--- src/rtl/CpuPkg.sv ---
package CpuPkg;

  // datapath and address width
  localparam int xlen = 32;

  // 32 architectural registers
  localparam int regIndexWidth = 5;

  // major opcodes, RV32I encodings
  typedef enum logic [6:0] {
    opRegReg = 7'b0110011,
    opImm    = 7'b0010011,
    opLoad   = 7'b0000011,
    opStore  = 7'b0100011
  } opcode_e;

  // operations the ALU can perform
  typedef enum logic [2:0] {
    aluAdd = 3'd0,
    aluSub = 3'd1,
    aluAnd = 3'd2,
    aluOr  = 3'd3,
    aluXor = 3'd4,
    aluSlt = 3'd5
  } aluOp_e;

  // where an ALU operand comes from
  typedef enum logic [1:0] {
    fwdRegister  = 2'b00,
    fwdWriteback = 2'b01,
    fwdMemory    = 2'b10
  } forwardSel_e;

endpackage

--- src/rtl/PipelineBuses.sv ---


// execute to memory pipeline register contents
interface exMemBus;
  logic [CpuPkg::xlen-1:0] aluResult;
  logic [CpuPkg::xlen-1:0] storeData;
  logic [CpuPkg::regIndexWidth-1:0] writeIndex;
  logic memWrite;
  logic memToReg;
  logic regWrite;

  // the execute stage also reads its own outputs back for forwarding
  modport execute(output aluResult, storeData, writeIndex, memWrite, memToReg, regWrite);
  modport memory(input aluResult, storeData, writeIndex, memWrite, memToReg, regWrite);
endinterface

// memory to writeback pipeline register contents
interface memWbBus;
  logic [CpuPkg::xlen-1:0] memoryData;
  logic [CpuPkg::xlen-1:0] executionData;
  logic [CpuPkg::regIndexWidth-1:0] writeIndex;
  logic memToReg;
  logic regWrite;

  modport memory(output memoryData, executionData, writeIndex, memToReg, regWrite);
  modport writeback(input memoryData, executionData, writeIndex, memToReg, regWrite);
  modport forward(input writeIndex, regWrite);
endinterface

--- src/rtl/MemoryStage.sv ---
`timescale 1ns/1ps

module MemoryStage #(
  parameter int dmemDepth = 64
) (
  input  logic clk,
  input  logic reset,
  exMemBus.memory exMem,
  memWbBus.memory memWb
);
  localparam int addrBits = $clog2(dmemDepth);

  logic [CpuPkg::xlen-1:0] dataMemory [dmemDepth];
  logic [addrBits-1:0] wordAddress;
  logic [CpuPkg::xlen-1:0] readData;

  // word accesses only, low address bits dropped
  assign wordAddress = exMem.aluResult[addrBits+1:2];
  assign readData = dataMemory[wordAddress];

  always_ff @(posedge clk) begin
    if (exMem.memWrite) begin
      dataMemory[wordAddress] <= exMem.storeData;
    end
  end

  always_ff @(posedge clk) begin
    memWb.memoryData <= readData;
    memWb.executionData <= exMem.aluResult;
    memWb.writeIndex <= exMem.writeIndex;
    memWb.memToReg <= exMem.memToReg;
    if (reset) begin
      memWb.regWrite <= 1'b0;
    end else begin
      memWb.regWrite <= exMem.regWrite;
    end
  end

endmodule

--- src/flat_wrapper.sv ---
// flat-port wrapper written by rule: the top's interface ports become plain ports
module MemoryStage_flat 
#(
  parameter int dmemDepth = 64
)
  (clk, reset, exMem_aluResult, exMem_storeData, exMem_writeIndex, exMem_memWrite, exMem_memToReg, exMem_regWrite, memWb_memoryData, memWb_executionData, memWb_writeIndex, memWb_memToReg, memWb_regWrite);
  exMemBus exMem_i ();
  memWbBus memWb_i ();
  input  logic clk;
  input  logic reset;
  input wire logic [$bits(exMem_i.aluResult)-1:0] exMem_aluResult;
  input wire logic [$bits(exMem_i.storeData)-1:0] exMem_storeData;
  input wire logic [$bits(exMem_i.writeIndex)-1:0] exMem_writeIndex;
  input wire logic [$bits(exMem_i.memWrite)-1:0] exMem_memWrite;
  input wire logic [$bits(exMem_i.memToReg)-1:0] exMem_memToReg;
  input wire logic [$bits(exMem_i.regWrite)-1:0] exMem_regWrite;
  output wire logic [$bits(memWb_i.memoryData)-1:0] memWb_memoryData;
  output wire logic [$bits(memWb_i.executionData)-1:0] memWb_executionData;
  output wire logic [$bits(memWb_i.writeIndex)-1:0] memWb_writeIndex;
  output wire logic [$bits(memWb_i.memToReg)-1:0] memWb_memToReg;
  output wire logic [$bits(memWb_i.regWrite)-1:0] memWb_regWrite;
  assign exMem_i.aluResult = exMem_aluResult;
  assign exMem_i.storeData = exMem_storeData;
  assign exMem_i.writeIndex = exMem_writeIndex;
  assign exMem_i.memWrite = exMem_memWrite;
  assign exMem_i.memToReg = exMem_memToReg;
  assign exMem_i.regWrite = exMem_regWrite;
  assign memWb_memoryData = memWb_i.memoryData;
  assign memWb_executionData = memWb_i.executionData;
  assign memWb_writeIndex = memWb_i.writeIndex;
  assign memWb_memToReg = memWb_i.memToReg;
  assign memWb_regWrite = memWb_i.regWrite;
  MemoryStage #(.dmemDepth(dmemDepth)) u_core (.clk(clk), .reset(reset), .exMem(exMem_i), .memWb(memWb_i));
endmodule
--- config.mk ---
export PLATFORM = sky130hd
export DESIGN_NAME = MemoryStage_flat
export DESIGN_NICKNAME = d
export VERILOG_FILES = /design/src/rtl/CpuPkg.sv /design/src/rtl/PipelineBuses.sv /design/src/rtl/MemoryStage.sv /design/src/flat_wrapper.sv
export SDC_FILE = /design/constraint.sdc
export NUM_CORES = 2
export LEC_CHECK = 0
export BUFFER_PORTS_ARGS = -buffer_cell sky130_fd_sc_hd__buf_2
export CORE_MARGIN = 8
export CORE_UTILIZATION = 45
export CTS_CLUSTER_SIZE = 14
export DETAILED_ROUTE_END_ITERATION = 16
export PLACE_DENSITY_LB_ADDON = 0.3
export SLEW_MARGIN = 0
export SYNTH_ARGS = -nofsm -noshare
export SYNTH_HDL_FRONTEND = slang
export SYNTH_SLANG_ARGS = --single-unit
--- constraint.sdc ---
create_clock -name clk -period 9.8 [get_ports clk]
set_input_delay 0.98 -clock clk [delete_from_list [all_inputs] [get_ports clk]]
set_output_delay 0.98 -clock clk [all_outputs]
set_load 0.02 [all_outputs]
## Word level (Yosys, flattened, before mapping)

Memory sizes are Yosys's and may differ from the RTL's. A register that Yosys moved wholly into a read port is not among the register bits.
Index checks and enable logic that the tools add are counted.

- Logic and storage cells: 7
- Memories kept: 1
- Bits in writable memories: 2048
- Input bits: 74
- Output and inout bits: 71
- Register bits: 39

- Multiplexer cells: 2

Memory list:

| memory | words | bits a word | rd ports | clocked after Yosys merged registers in | wr ports | RTL line | text |
|---|---|---|---|---|---|---|---|
| u_core.dataMemory | 64 | 32 | 1 | 1 | 1 | MemoryStage.sv:13 | `logic [CpuPkg::xlen-1:0] dataMemory [dmemDepth];` |

Operators with widths:

| operator | number |
|---|---|
| $mux 1 | 2 |

## Logic depth before layout (Yosys ltp)

- Depth in word-level cells: 2
- Mapped depth: 11
- Depth with buffers taken out: 6

## Worst setup path after synthesis

OpenSTA, ideal clock, no wires.

- Path type: input to register
- Start point: input port exMem_aluResult[4]
- End point: memory u_core.dataMemory[14][0] (netlist name), enable pin
- Buffers on the path: 6
- Library setup time: 0.421 ns
- Setup slack: 5.648 ns
- Data arrival time: 3.731 ns
- Data required time: 9.379 ns
- Stages: 8
- Cells stage by stage: buf_4 -> buf_2 -> buf_2 -> buf_4 -> buf_2 -> buf_2 -> nand3_1 -> nor2_1

RTL lines:

| element | RTL line | text |
|---|---|---|
| start: declaration | flat_wrapper.sv:11 | `input wire logic [$bits(exMem_i.aluResult)-1:0] exMem_aluResult;` |
| end: declaration | MemoryStage.sv:13 |  |

Straight into the memory's write port.

## Worst setup path after layout

- Start point: input port exMem_aluResult[2]
- End point: memory u_core.dataMemory[52][2] (netlist name), enable pin

Straight into the memory's write port.

==> results_dict.tcl <==
set metrics [dict create \
    place_congestion 0.894 \
    die_h_um 436 \
    grt_pass1_wl_um 340000 \
    grt_util_all_layers 0.246 \
    sw_frac_of_total 0.226 \
    dieArea_sq_mm 0.190 \
    endpoint_kind "flop" \
    synth.largest_area_cell "edfxtp_1" \
    drv_cap 0 \
    slowest_delay_ps 920 \
    drive_gt1_frac 0.178 \
    drt-initial-drc-count 7619 \
    finalPower_mw 18.9 \
    clock_latency_ps 870 \
    cts_resized 0 \
    postLayoutCellArea_sq_mm 0.0899 \
    cts_tree "yes" \
    period_needed_ps 4350 \
    synth_flop_cell "edfxtp_1" \
    slew_headroom 0.0561 \
    yosysWarningCount 0 \
    dp.final_hpwl_um 138000 \
    yosys_register_bits 2119 \
    drc 0 \
    leakage_nw 28.2 \
    reg2reg_depth 5 \
    top_layer_used "met5" \
    grt_max_degree 141 \
    die_x_um 436 \
    finalHoldViolCount 0 \
    slowest_stage "nand3_1" \
    synth_top_area_frac 0.775 \
    worstMarginPinSlew_ps 1410 \
    drt_wl_total_um 243000 \
    holdPathStages 1 \
    vias_per_cell 6.51 \
    overflow 0 \
    path_cells "buf_8 -> nor2_4 -> buf_12 -> nand3_1 -> nor2_4 -> buf_4" \
    p_sw_mw 4.27 \
    clock_sinks 2119 \
    critPathLaunchType "input port" \
    cts_buffers 205 \
    power_frac_seq 0.533 \
    htreeDepth 4 \
    totalNegativeSetupSlack_ps 0 \
    post_synth_instance_area_sq_mm 0.0794 \
    postSynthAreaPerCell_sq_um 18.1 \
    wl_per_cell_um 34.4 \
    ant_nets 0 \
    path_class "input port to flop" \
    clkTransAtPathRegs_ps 60 \
    mostFrequentLayoutCells "2,048 x edfxtp_1, 375 x a221oi_1, 221 x a22oi_1, 207 x clkbuf_16, 192 x nor2_1" \
    final_nets 4635 \
    wl_met1_um 94500 \
    comb_power_share 0.057 \
    first_global_vias 43800 \
    synthTopCellsByArea "edfxtp_1 77%, a221oi_1 4.1%, mux4_2 2.6%, a22oi_1 2.1%, mux2i_1 1.8%" \
    p_int_mw 14.6 \
    syn_inst 4383 \
    cp_common_cell "nor2_4" \
    wl_met3_um 30800 \
    via_count 46100 \
    num_io_pins 145 \
    core_sq_mm 0.176 \
    layout_commonest_cell "edfxtp_1" \
    portBuffers 144 \
    cp.required_ps 10300 \
    post_cts_buffers 0 \
    async_flop_share 0 \
    finalSetupViolCount 0 \
    crit_path_max_fanout 130 \
    slew_viol_final 0 \
    start_util 0.452 \
    synth_nets 4457 \
    power_frac_clock 0.410 \
    dr_wl_met2_um 110000 \
    clockBufferDepth 3 \
    p_per_area_mw_per_mm2 210 \
    max_freq_mhz 230 \
    holdBufCountCts 0 \
    areaGrowthSynthToFinish_pct 13.2 \
    placed_cell_area_sq_mm 0.0833 \
    root_buffer "clkbuf_16" \
    ys_seq_area_frac 0.793 \
    ir_drop_uv 207 \
    clock_skew_ps 33.6 \
    num_rows 154 \
    synth_edf_count 2048 \
    ys_types 55 \
    rsz0062_at_grt "false" \
    firstDrtPassIters 7 \
    hold_path.class "input port to flop" \
    min_period_over_period 0.444 \
    antenna_found_initial 19 \
    crit_arrival_ps 4850 \
    status "complete, no violations" \
]
[path summary, 6_finish.rpt]
path	from	endpoint	slack, ps
max	exMem_aluResult[2]	u_core.dataMemory[52][2]	5450
min	exMem_aluResult[23]	u_core.memWb.executionData[23]	220
max reg2reg	u_core.dataMemory[54][17]	u_core.memWb.memoryData[17]	7240
min reg2reg	u_core.dataMemory[53][2]	u_core.memWb.memoryData[2]	670
[registers in the layout (all words and copies together) (netlist names)]
| signal | count |
|---|---|
| u_core.dataMemory | 2048 |
| u_core.memWb.executionData | 32 |
| u_core.memWb.memoryData | 32 |
| u_core.memWb.writeIndex | 5 |
| u_core.memWb.memToReg | 1 |
| u_core.memWb.regWrite | 1 |
[synthesized netlist by cell type, drive strengths merged, types with 21 or more instances]
master,count
edfxtp,2048
nor2,260
nand3,24
o21ai,118
nor3,35
a22oi,221
mux2,72
a211oi,25
o22ai,75
mux4,90
o211ai,21
a221oi,375
nand2,92
clkbuf,125
buf,201
a21oi,151
o221ai,33
mux2i,143
dfxtp,71
a22o,34
[power groups by stage]
| stage | Combinational, mW | Clock [mW] | Sequential (mW) |
|---|---|---|---|
| detailed placement | 1.06 | 0 | 10.3 |
| floorplan | 0.489 | 0 | 10.3 |
| finish | 1.08 | 7.76 | 10.1 |
| global route | 1.12 | 8.14 | 10.1 |
| CTS | 1.06 | 7.83 | 10.1 |
| global placement | 1.04 | 0 | 10.3 |
[layer usage]
metal  GRT usage  vias to the layer above
met5           0                        -
met3      0.0680                      450
li1            -                    18600
met4      0.0807                        8
met1       0.349                    23700
met2       0.370                     3252
[critical path: cells and delay by family]
kind          cells  cell delay [ps]
simple gates      3             2330
buf+inv           3             1220
[area by class of cell]
cell class,instances,area (sq um)
Sequential cell,2119,62900
Tap cell,2340,2930
Clock buffer,282,5690
Antenna cell,7,17.5
Clock inverter,94,891
Fill cell,14100,85800
Timing Repair Buffer,297,1970
Multi-Input combinational cell,1934,15400
Inverter,4,22.5
[per-stage QoR]
step	util	hold slack (ps)	worst slack, ps	cells
detailed placement	0.474	658	4700	6694
floorplan	-	564	5650	4383
finish	0.511	220	5450	7077
CTS	0.511	167	5590	7070
global route	0.511	184	5420	7073
global placement	0.474	630	4770	6694
[kinds of logic (layout without fill, tap and decap cells)]
| group | Yosys count | in the layout | share of synthesized area |
|---|---|---|---|
| flops | 2119 | 2119 | 0.793 |
| mux | 305 | 305 | 0.0538 |
| other cells | 0 | 7 | 0 |
| buf+inv | 330 | 677 | 0.0204 |
| simple gates | 499 | 499 | 0.0279 |
| compound gates | 1130 | 1130 | 0.105 |
No activity file was read; power rests on OpenSTA's default activity.
