===== src/rtl/CpuPkg.sv =====
package CpuPkg;

  // datapath and address width
  localparam int xlen = 32;

  // 32 architectural registers
  localparam int regIndexWidth = 5;

  // major opcodes, RV32I encodings
  typedef enum logic [6:0] {
    opRegReg = 7'b0110011,
    opImm    = 7'b0010011,
    opLoad   = 7'b0000011,
    opStore  = 7'b0100011
  } opcode_e;

  // operations the ALU can perform
  typedef enum logic [2:0] {
    aluAdd = 3'd0,
    aluSub = 3'd1,
    aluAnd = 3'd2,
    aluOr  = 3'd3,
    aluXor = 3'd4,
    aluSlt = 3'd5
  } aluOp_e;

  // where an ALU operand comes from
  typedef enum logic [1:0] {
    fwdRegister  = 2'b00,
    fwdWriteback = 2'b01,
    fwdMemory    = 2'b10
  } forwardSel_e;

endpackage


===== src/rtl/PipelineBuses.sv =====
`timescale 1ns/1ps

// decode to execute pipeline register contents
interface idExBus;
  logic [CpuPkg::xlen-1:0] lhsValue;
  logic [CpuPkg::xlen-1:0] rhsValue;
  logic [CpuPkg::xlen-1:0] immediate;
  logic [CpuPkg::regIndexWidth-1:0] lhsIndex;
  logic [CpuPkg::regIndexWidth-1:0] rhsIndex;
  logic [CpuPkg::regIndexWidth-1:0] writeIndex;
  CpuPkg::aluOp_e aluOp;
  logic aluSrc;
  logic memWrite;
  logic memToReg;
  logic regWrite;

  modport decode(
    output lhsValue, rhsValue, immediate, lhsIndex, rhsIndex, writeIndex,
    output aluOp, aluSrc, memWrite, memToReg, regWrite
  );
  modport execute(
    input lhsValue, rhsValue, immediate, lhsIndex, rhsIndex, writeIndex,
    input aluOp, aluSrc, memWrite, memToReg, regWrite
  );
endinterface


// memory to writeback pipeline register contents
interface memWbBus;
  logic [CpuPkg::xlen-1:0] memoryData;
  logic [CpuPkg::xlen-1:0] executionData;
  logic [CpuPkg::regIndexWidth-1:0] writeIndex;
  logic memToReg;
  logic regWrite;

  modport memory(output memoryData, executionData, writeIndex, memToReg, regWrite);
  modport writeback(input memoryData, executionData, writeIndex, memToReg, regWrite);
  modport forward(input writeIndex, regWrite);
endinterface


===== src/rtl/RegisterFile.sv =====
`timescale 1ns/1ps

module RegisterFile (
  input  logic                               clk,
  input  logic [CpuPkg::regIndexWidth-1:0]   readIndex1,
  input  logic [CpuPkg::regIndexWidth-1:0]   readIndex2,
  input  logic [CpuPkg::regIndexWidth-1:0]   writeIndex,
  input  logic [CpuPkg::xlen-1:0]            writeData,
  input  logic                               shouldWrite,
  input  logic [CpuPkg::regIndexWidth-1:0]   debugIndex,
  output logic [CpuPkg::xlen-1:0]            readData1,
  output logic [CpuPkg::xlen-1:0]            readData2,
  output logic [CpuPkg::xlen-1:0]            debugData
);
  logic [CpuPkg::xlen-1:0] registers [1 << CpuPkg::regIndexWidth];

  // x0 is never written
  always_ff @(posedge clk) begin
    if (shouldWrite && writeIndex != '0) begin
      registers[writeIndex] <= writeData;
    end
  end

  // same-cycle write is bypassed to the readers
  assign readData1 = (readIndex1 == '0) ? '0 :
                     (shouldWrite && readIndex1 == writeIndex) ? writeData :
                     registers[readIndex1];
  assign readData2 = (readIndex2 == '0) ? '0 :
                     (shouldWrite && readIndex2 == writeIndex) ? writeData :
                     registers[readIndex2];

  // debug port shows committed state only
  assign debugData = (debugIndex == '0) ? '0 : registers[debugIndex];

endmodule


===== src/rtl/DecodeStage.sv =====
`timescale 1ns/1ps

module DecodeStage (
  input  logic                               clk,
  input  logic                               reset,
  input  logic [CpuPkg::xlen-1:0]            instruction,
  idExBus.decode                             idEx,
  memWbBus.writeback                         memWb,
  input  logic [CpuPkg::regIndexWidth-1:0]   debugRegIndex,
  output logic [CpuPkg::xlen-1:0]            debugRegData,
  output logic [CpuPkg::xlen-1:0]            writeBackData
);
  CpuPkg::opcode_e opcode;
  CpuPkg::aluOp_e aluOp;
  logic [2:0] funct3;
  logic [CpuPkg::xlen-1:0] immediate;
  logic [CpuPkg::xlen-1:0] lhsValue;
  logic [CpuPkg::xlen-1:0] rhsValue;
  logic aluSupported;
  logic aluSrc;
  logic memWrite;
  logic memToReg;
  logic regWrite;

  assign opcode = CpuPkg::opcode_e'(instruction[6:0]);
  assign funct3 = instruction[14:12];

  // only ADD/SUB, SLT, XOR, OR and AND encodings
  assign aluSupported = (funct3 == 3'b000) || (funct3 == 3'b010) ||
                        (funct3 == 3'b100) || (funct3 == 3'b110) || (funct3 == 3'b111);

  always_comb begin
    aluOp = CpuPkg::aluAdd;
    aluSrc = 1'b0;
    memWrite = 1'b0;
    memToReg = 1'b0;
    regWrite = 1'b0;
    immediate = {{(CpuPkg::xlen-12){instruction[31]}}, instruction[31:20]};
    case (funct3)
      3'b010:  aluOp = CpuPkg::aluSlt;
      3'b100:  aluOp = CpuPkg::aluXor;
      3'b110:  aluOp = CpuPkg::aluOr;
      3'b111:  aluOp = CpuPkg::aluAnd;
      default: aluOp = CpuPkg::aluAdd;
    endcase
    case (opcode)
      CpuPkg::opRegReg: begin
        // funct7 bit 30 selects SUB, register-register only
        if (funct3 == 3'b000 && instruction[30]) begin
          aluOp = CpuPkg::aluSub;
        end
        regWrite = aluSupported;
      end
      CpuPkg::opImm: begin
        aluSrc = 1'b1;
        regWrite = aluSupported;
      end
      CpuPkg::opLoad: begin
        aluOp = CpuPkg::aluAdd;
        aluSrc = 1'b1;
        memToReg = 1'b1;
        regWrite = 1'b1;
      end
      CpuPkg::opStore: begin
        aluOp = CpuPkg::aluAdd;
        aluSrc = 1'b1;
        memWrite = 1'b1;
        immediate = {{(CpuPkg::xlen-12){instruction[31]}}, instruction[31:25],
                     instruction[11:7]};
      end
      // anything else behaves as a no-op
      default: ;
    endcase
  end

  // writeback mux
  assign writeBackData = memWb.memToReg ? memWb.memoryData : memWb.executionData;

  RegisterFile registerFile(
    .clk(clk),
    .readIndex1(instruction[19:15]),
    .readIndex2(instruction[24:20]),
    .writeIndex(memWb.writeIndex),
    .writeData(writeBackData),
    .shouldWrite(memWb.regWrite),
    .debugIndex(debugRegIndex),
    .readData1(lhsValue),
    .readData2(rhsValue),
    .debugData(debugRegData)
  );

  always_ff @(posedge clk) begin
    idEx.lhsValue <= lhsValue;
    idEx.rhsValue <= rhsValue;
    idEx.immediate <= immediate;
    idEx.lhsIndex <= instruction[19:15];
    idEx.rhsIndex <= instruction[24:20];
    idEx.writeIndex <= instruction[11:7];
    idEx.aluOp <= aluOp;
    idEx.aluSrc <= aluSrc;
    idEx.memToReg <= memToReg;
    if (reset) begin
      idEx.regWrite <= 1'b0;
      idEx.memWrite <= 1'b0;
    end else begin
      idEx.regWrite <= regWrite;
      idEx.memWrite <= memWrite;
    end
  end

endmodule


===== src/flat_wrapper.sv =====
// flat-port wrapper written by rule: the top's interface ports become plain ports
module DecodeStage_flat 
  (clk, reset, instruction, debugRegIndex, debugRegData, writeBackData, idEx_lhsValue, idEx_rhsValue, idEx_immediate, idEx_lhsIndex, idEx_rhsIndex, idEx_writeIndex, idEx_aluOp, idEx_aluSrc, idEx_memWrite, idEx_memToReg, idEx_regWrite, memWb_memoryData, memWb_executionData, memWb_writeIndex, memWb_memToReg, memWb_regWrite);
  idExBus idEx_i ();
  memWbBus memWb_i ();
  input  logic clk;
  input  logic reset;
  input  logic [CpuPkg::xlen-1:0] instruction;
  input  logic [CpuPkg::regIndexWidth-1:0] debugRegIndex;
  output logic [CpuPkg::xlen-1:0] debugRegData;
  output logic [CpuPkg::xlen-1:0] writeBackData;
  output wire logic [$bits(idEx_i.lhsValue)-1:0] idEx_lhsValue;
  output wire logic [$bits(idEx_i.rhsValue)-1:0] idEx_rhsValue;
  output wire logic [$bits(idEx_i.immediate)-1:0] idEx_immediate;
  output wire logic [$bits(idEx_i.lhsIndex)-1:0] idEx_lhsIndex;
  output wire logic [$bits(idEx_i.rhsIndex)-1:0] idEx_rhsIndex;
  output wire logic [$bits(idEx_i.writeIndex)-1:0] idEx_writeIndex;
  output wire logic [$bits(idEx_i.aluOp)-1:0] idEx_aluOp;
  output wire logic [$bits(idEx_i.aluSrc)-1:0] idEx_aluSrc;
  output wire logic [$bits(idEx_i.memWrite)-1:0] idEx_memWrite;
  output wire logic [$bits(idEx_i.memToReg)-1:0] idEx_memToReg;
  output wire logic [$bits(idEx_i.regWrite)-1:0] idEx_regWrite;
  input wire logic [$bits(memWb_i.memoryData)-1:0] memWb_memoryData;
  input wire logic [$bits(memWb_i.executionData)-1:0] memWb_executionData;
  input wire logic [$bits(memWb_i.writeIndex)-1:0] memWb_writeIndex;
  input wire logic [$bits(memWb_i.memToReg)-1:0] memWb_memToReg;
  input wire logic [$bits(memWb_i.regWrite)-1:0] memWb_regWrite;
  assign idEx_lhsValue = idEx_i.lhsValue;
  assign idEx_rhsValue = idEx_i.rhsValue;
  assign idEx_immediate = idEx_i.immediate;
  assign idEx_lhsIndex = idEx_i.lhsIndex;
  assign idEx_rhsIndex = idEx_i.rhsIndex;
  assign idEx_writeIndex = idEx_i.writeIndex;
  assign idEx_aluOp = idEx_i.aluOp;
  assign idEx_aluSrc = idEx_i.aluSrc;
  assign idEx_memWrite = idEx_i.memWrite;
  assign idEx_memToReg = idEx_i.memToReg;
  assign idEx_regWrite = idEx_i.regWrite;
  assign memWb_i.memoryData = memWb_memoryData;
  assign memWb_i.executionData = memWb_executionData;
  assign memWb_i.writeIndex = memWb_writeIndex;
  assign memWb_i.memToReg = memWb_memToReg;
  assign memWb_i.regWrite = memWb_regWrite;
  DecodeStage u_core (.clk(clk), .reset(reset), .instruction(instruction), .idEx(idEx_i), .memWb(memWb_i), .debugRegIndex(debugRegIndex), .debugRegData(debugRegData), .writeBackData(writeBackData));
endmodule

===== config.mk =====
export PLATFORM = sky130hd
export DESIGN_NAME = DecodeStage_flat
export DESIGN_NICKNAME = d
export VERILOG_FILES = /design/src/rtl/CpuPkg.sv /design/src/rtl/PipelineBuses.sv /design/src/rtl/RegisterFile.sv /design/src/rtl/DecodeStage.sv /design/src/flat_wrapper.sv
export SDC_FILE = /design/constraint.sdc
export NUM_CORES = 2
export LEC_CHECK = 0
export ABC_AREA = 0
export BUFFER_PORTS_ARGS = -buffer_cell sky130_fd_sc_hd__buf_2
export CAP_MARGIN = 20
export CORE_AREA = 2 2 482 484
export DETAILED_ROUTE_END_ITERATION = 12
export DIE_AREA = 0 0 484 486
export SLEW_MARGIN = 5
export SYNTH_ARGS = -nofsm -noshare
export SYNTH_HDL_FRONTEND = slang
export SYNTH_HIERARCHICAL = 1
export SYNTH_SLANG_ARGS = --single-unit

===== constraint.sdc =====
create_clock -name clk -period 5.1 [get_ports clk]
set_input_delay 0.765 -clock clk [delete_from_list [all_inputs] [get_ports clk]]
set_output_delay 0.765 -clock clk [all_outputs]
set_load 0.01 [all_outputs]

# == Word-level counts from Yosys, hierarchy flattened ==
# Memories as Yosys holds them, arrays and structs flattened. A register that Yosys moved wholly into a read port is not among the register bits.
# Index checks and enable logic that the tools add are counted.
# Widths: inputs -> output; s select.
# op_classes
eq_ne,8
n_reduce_logical,14
mux,12
# op_table
operator,n
$mux 32,2
$logic_not 5->1,3
$eq 7x6->1 const B,2
$pmux 3 s4,1
$eq 3x3->1 const B,3
$eq 7x2->1 const B,1
$eq 7x5->1 const B,1
$pmux 3 s2,1
$mux 1,5
$mux 5,1
$reduce_bool 5->1,1
$logic_or 1x1->1,4
$reduce_or 2->1,2
$eq 3x2->1 const B,1
$logic_not 3->1,1
$mux 3,1
$reduce_or 3->1,1
$logic_and 1x1->1,2
$pmux 1 s2,1
# totals
regBits,34
word_cells,44
ram_bits,1024
input_bits,110
n_memories,1
out_inout_bits,182
# memory_table
name,words,word_bits,read_ports,rd_ports_with_merged_regs,write_ports,line_no,source
u_core.registerFile.registers,32,32,3,2,1,RegisterFile.sv:15,logic [CpuPkg::xlen-1:0] registers [1 << CpuPkg::regIndexWidth];

# == Longest topological paths before layout ==
# depth
ltp_word,6
mapped_depth,9
mapped_depth_nobuf,5

# == By module ==
# The synthesis kept the hierarchy.
# modules_own_cells
mod,area_per_inst_um2,seq_area_each_um2,cells_each,n_inst
RegisterFile,56741.9,30749.5,3308,1
DecodeStage,2686.3,1961.9,178,1

# == Least setup slack after synthesis ==
# No wires, ideal clock.
# synth_timing
kind,input-to-reg
start,input port memWb_writeIndex[0]
end,"memory u_core/registerFile/registers[28][0] in the netlist's numbering, enable pin"
setup_slack_ns,1.758
arrival_time_ns,2.921
t_required_ns,4.679
stages,4
setup_ns,0.421
path_buffers,2
cell_sequence,clkbuf_1 or3b_2 clkbuf_1 nor2_1
# synth_between
elab_chain_len,4
# synth_lines
element,line_no,source
from (decl),flat_wrapper.sv:25,input wire logic [$bits(memWb_i.writeIndex)-1:0] memWb_writeIndex;
$reduce_bool 5->1,RegisterFile.sv:19,if (shouldWrite && writeIndex != '0) begin
$logic_and 1x1->1,RegisterFile.sv:19,
$mux 1,RegisterFile.sv:19,
$mux 1 (not written as such),RegisterFile.sv:20,registers[writeIndex] <= writeData;
to (decl),RegisterFile.sv:15,
# Parallel ways exist; a longest one is shown, timed or not.

# == Worst setup path after layout ==
# layout_timing
start,input port debugRegIndex[2] in the netlist's numbering
end,output port debugRegData[10] in the netlist's numbering
# layout_between
elab_chain_len,2
word_cells_on_any_way,3
cone_classes,mux (1); reduce/logical (1); memory (1)
# layout_lines
element,line_no,source
from (decl),flat_wrapper.sv:9,input logic [CpuPkg::regIndexWidth-1:0] debugRegIndex;
$mem_v2 32x32 / $logic_not 5->1 (equally long branches),-,
$mux 32 (*),RegisterFile.sv:33,assign debugData = (debugIndex == '0) ? '0 : registers[debugIndex];
to (decl),flat_wrapper.sv:10,output logic [CpuPkg::xlen-1:0] debugRegData;
# Mark *: on every way between the ends. The rest lies on a longest branch, timed or not.

==> out/qor.yml <==
synth_top_area_share: 0.5174
antenna_found_initial: 16
max-clock-path-buffers: 3
grt_use_total: 0.1879
cts_hold_buf: 0
required_ns: 4.34
yosysWarnings: 6
htree_levels: 3
seqCellArea_um2: 32710
cts_tree: "built"
areaGrowthSynthToFinish_pct: 16.33
drt-wirelength-per-cell_um: 33.10
synth_most_common_cell: "edfxtp_1"
slew_viol_final: 0
drtIter0Drc: 5920
async_flop_share: 0
layout.nets: 3907
fin_hold_ws_ns: 0.08709
grt_max_degree: 91
p_leak_nw: 23.17
synth_top_cells_by_area: "edfxtp_1 52%, mux4_2 22%, mux2i_1 7.4%"
r2r_setup_slack_ns: 2.88
setup_viol: 0
crit_top_cell: "buf_4"
start_util: 0.2590
num_io_pins: 292
relSlewSlack: 0.2306
p_per_area_nw_per_um2: 321.9
vdd_ir_drop_max_uv: 252.8
gp_congestion: 0.8927
utilization: 0.3013
crit_slowest_cell: "or3b_4"
r2r_cells: 4
ys_top_cells_by_count: "1024 x edfxtp_1, 574 x mux4_2, 439 x mux2i_1"
drv_cap: 0
status: "completed"
wirelength_mm: 229.5
route.detailed.drc: 0
fill_cells: 22470
synth.cell_area_um2: 59430
dp_hpwl_mm: 149.6
power.total_w: 0.02225
vias_per_cell: 5.823
rsz0062_at_grt: "false"
cp_slowest_stage_delay_ns: 0.71
die-area_um2: 235200
grt_pass1_wl_mm: 313.5
coreArea_um2: 229500
path_max_fanout: 28
fp.dieW_um: 484
multi_input_area_um2: 25010
drive_gt1_frac: 0.3694
die_y_um: 486
fin_tns_setup_ns: 0
synth-edff-count: 1024
firstDrtPassIters: 6
crit_cells: 9
netlist_instances: 3486
avgSynthCellArea_um2: 17.05
cts.sinks: 1122
holdCritPathClass: "input pin to flip-flop"
synth-seq-area-share: 0.5504
min_period_over_period: 0.8492
skew_ns: 0.01927
cts_root_buf: "clkbuf_16"
ys_types: 68
critPathLaunchType: "input pin"
io_buffers: 291
worst_setup_path_end_kind: "output port"
first_global_vias: 39020
synth_seq_cells: 1122
crit_arrival_ns: 3.57
hold_depth: 1
clk_pin_slew_ns: 0.06
fmax_ghz: 0.2309
critPathKind: "input pin to output port"
yosysTopAreaCell: "edfxtp_1"
worst_pin_slew_ns: 1.154
cp_cell_sequence: "buf_4 > or3b_4 > buf_4 > o221ai_1 > a21o_1 > a21oi_1 > nor3_1 > buf_4 > buf_2"
synth_ff_type: "edfxtp_1"
crit_family: "simple AND/OR/NAND/NOR gates"
path_buf_inv: 4
finalHoldViolations: 0
grt_overflow: 0
period_minus_slack_ns: 4.331
vias: 40380
ant_nets: 0
clock_latency_ns: 0.78
fp-row-count: 176
cts_resized: 0
post_cts_buffers: 0
numCtsBuffers: 118
==> worst register-to-register path: cells and delay by family, from the launching register on <==
family         cells  cell delay, ns
flip-flops         1            0.36
multiplexers       2            0.34
AO/OA/AOI/OAI      2            1.41
==> cell usage in the layout (no fill, tap or decap), types with 59 or more instances in the layout <==
cell type	netlist	routed
mux2_2	96	96
buf_4	48	167
mux4_2	574	574
edfxtp_1	1024	1024
mux2i_1	439	439
dfxtp_1	98	98
a22oi_1	186	186
o22ai_1	59	59
a21oi_1	88	88
clkbuf_16	0	125
buf_2	70	281
==> power breakdown <==
group / switching [W] / internal [W] / total [W]
Sequential: 0.000116 / 0.0103 / 0.0104
Clock: 0.00377 / 0.00501 / 0.00878
Combinational: 0.00189 / 0.00115 / 0.00303
Total: 0.00577 / 0.0165 / 0.0223
==> kinds of logic after synthesis <==
family	share of synthesized area
xor gates and xnor gates	0.001621
and+or+nand+nor	0.02202
muxes	0.3100
AOI/OAI and AO/OA	0.07929
other	0.00006310
buffers and inverters	0.03653
DFF	0.5504
==> area by class of cell <==
cell class                      instances  share of cell area
Antenna cell                           12           0.0004344
Clock inverter                         71            0.008977
Inverter                                8           0.0004344
Sequential cell                      1122              0.4732
Tap cell                             3026             0.05477
Timing Repair Buffer                  499             0.05285
Multi-Input combinational cell       2048              0.3617
Clock buffer                          148             0.04765
==> sequential cells by signal (all words and copies together), names as in the netlist <==
name,cells
u_core/registerFile/registers,1024
u_core/idEx.lhsValue,32
u_core/idEx.rhsValue,32
u_core/idEx.immediate,12
u_core/idEx.lhsIndex,5
u_core/idEx.rhsIndex,5
u_core/idEx.writeIndex,5
u_core/idEx.aluOp,3
u_core/idEx.aluSrc,1
u_core/idEx.memToReg,1
u_core/idEx.memWrite,1
u_core/idEx.regWrite,1
==> metal layers <==
layer	track usage	wire length, um	vias to the layer above
met5	0	0	-
met4	0.1230	15900	0
met3	0.03488	22830	625
met2	0.2982	106700	2972
met1	0.2349	84040	21160
li1	-	-	15620
==> per-stage QoR <==
stage                     setup WS (ns)  instance area, um^2  cells
final                            0.7691                69130   6934
after CTS                        0.6845                69100   6922
after floorplan                   1.758                59540   3517
after global placement           0.6980                65150   6701
after detailed placement         0.7205                65190   6703
after global routing             0.7108                69110   6926
==> final timing paths <==
check | start | end
max | debugRegIndex[2] | debugRegData[10]
min | instruction[28] | u_core/idEx.immediate[8]
max reg2reg | u_core/registerFile/registers[23][17] | u_core/idEx.rhsValue[17]
min reg2reg | u_core/registerFile/registers[12][29] | u_core/idEx.lhsValue[29]
(Power assumes the default switching activity.)
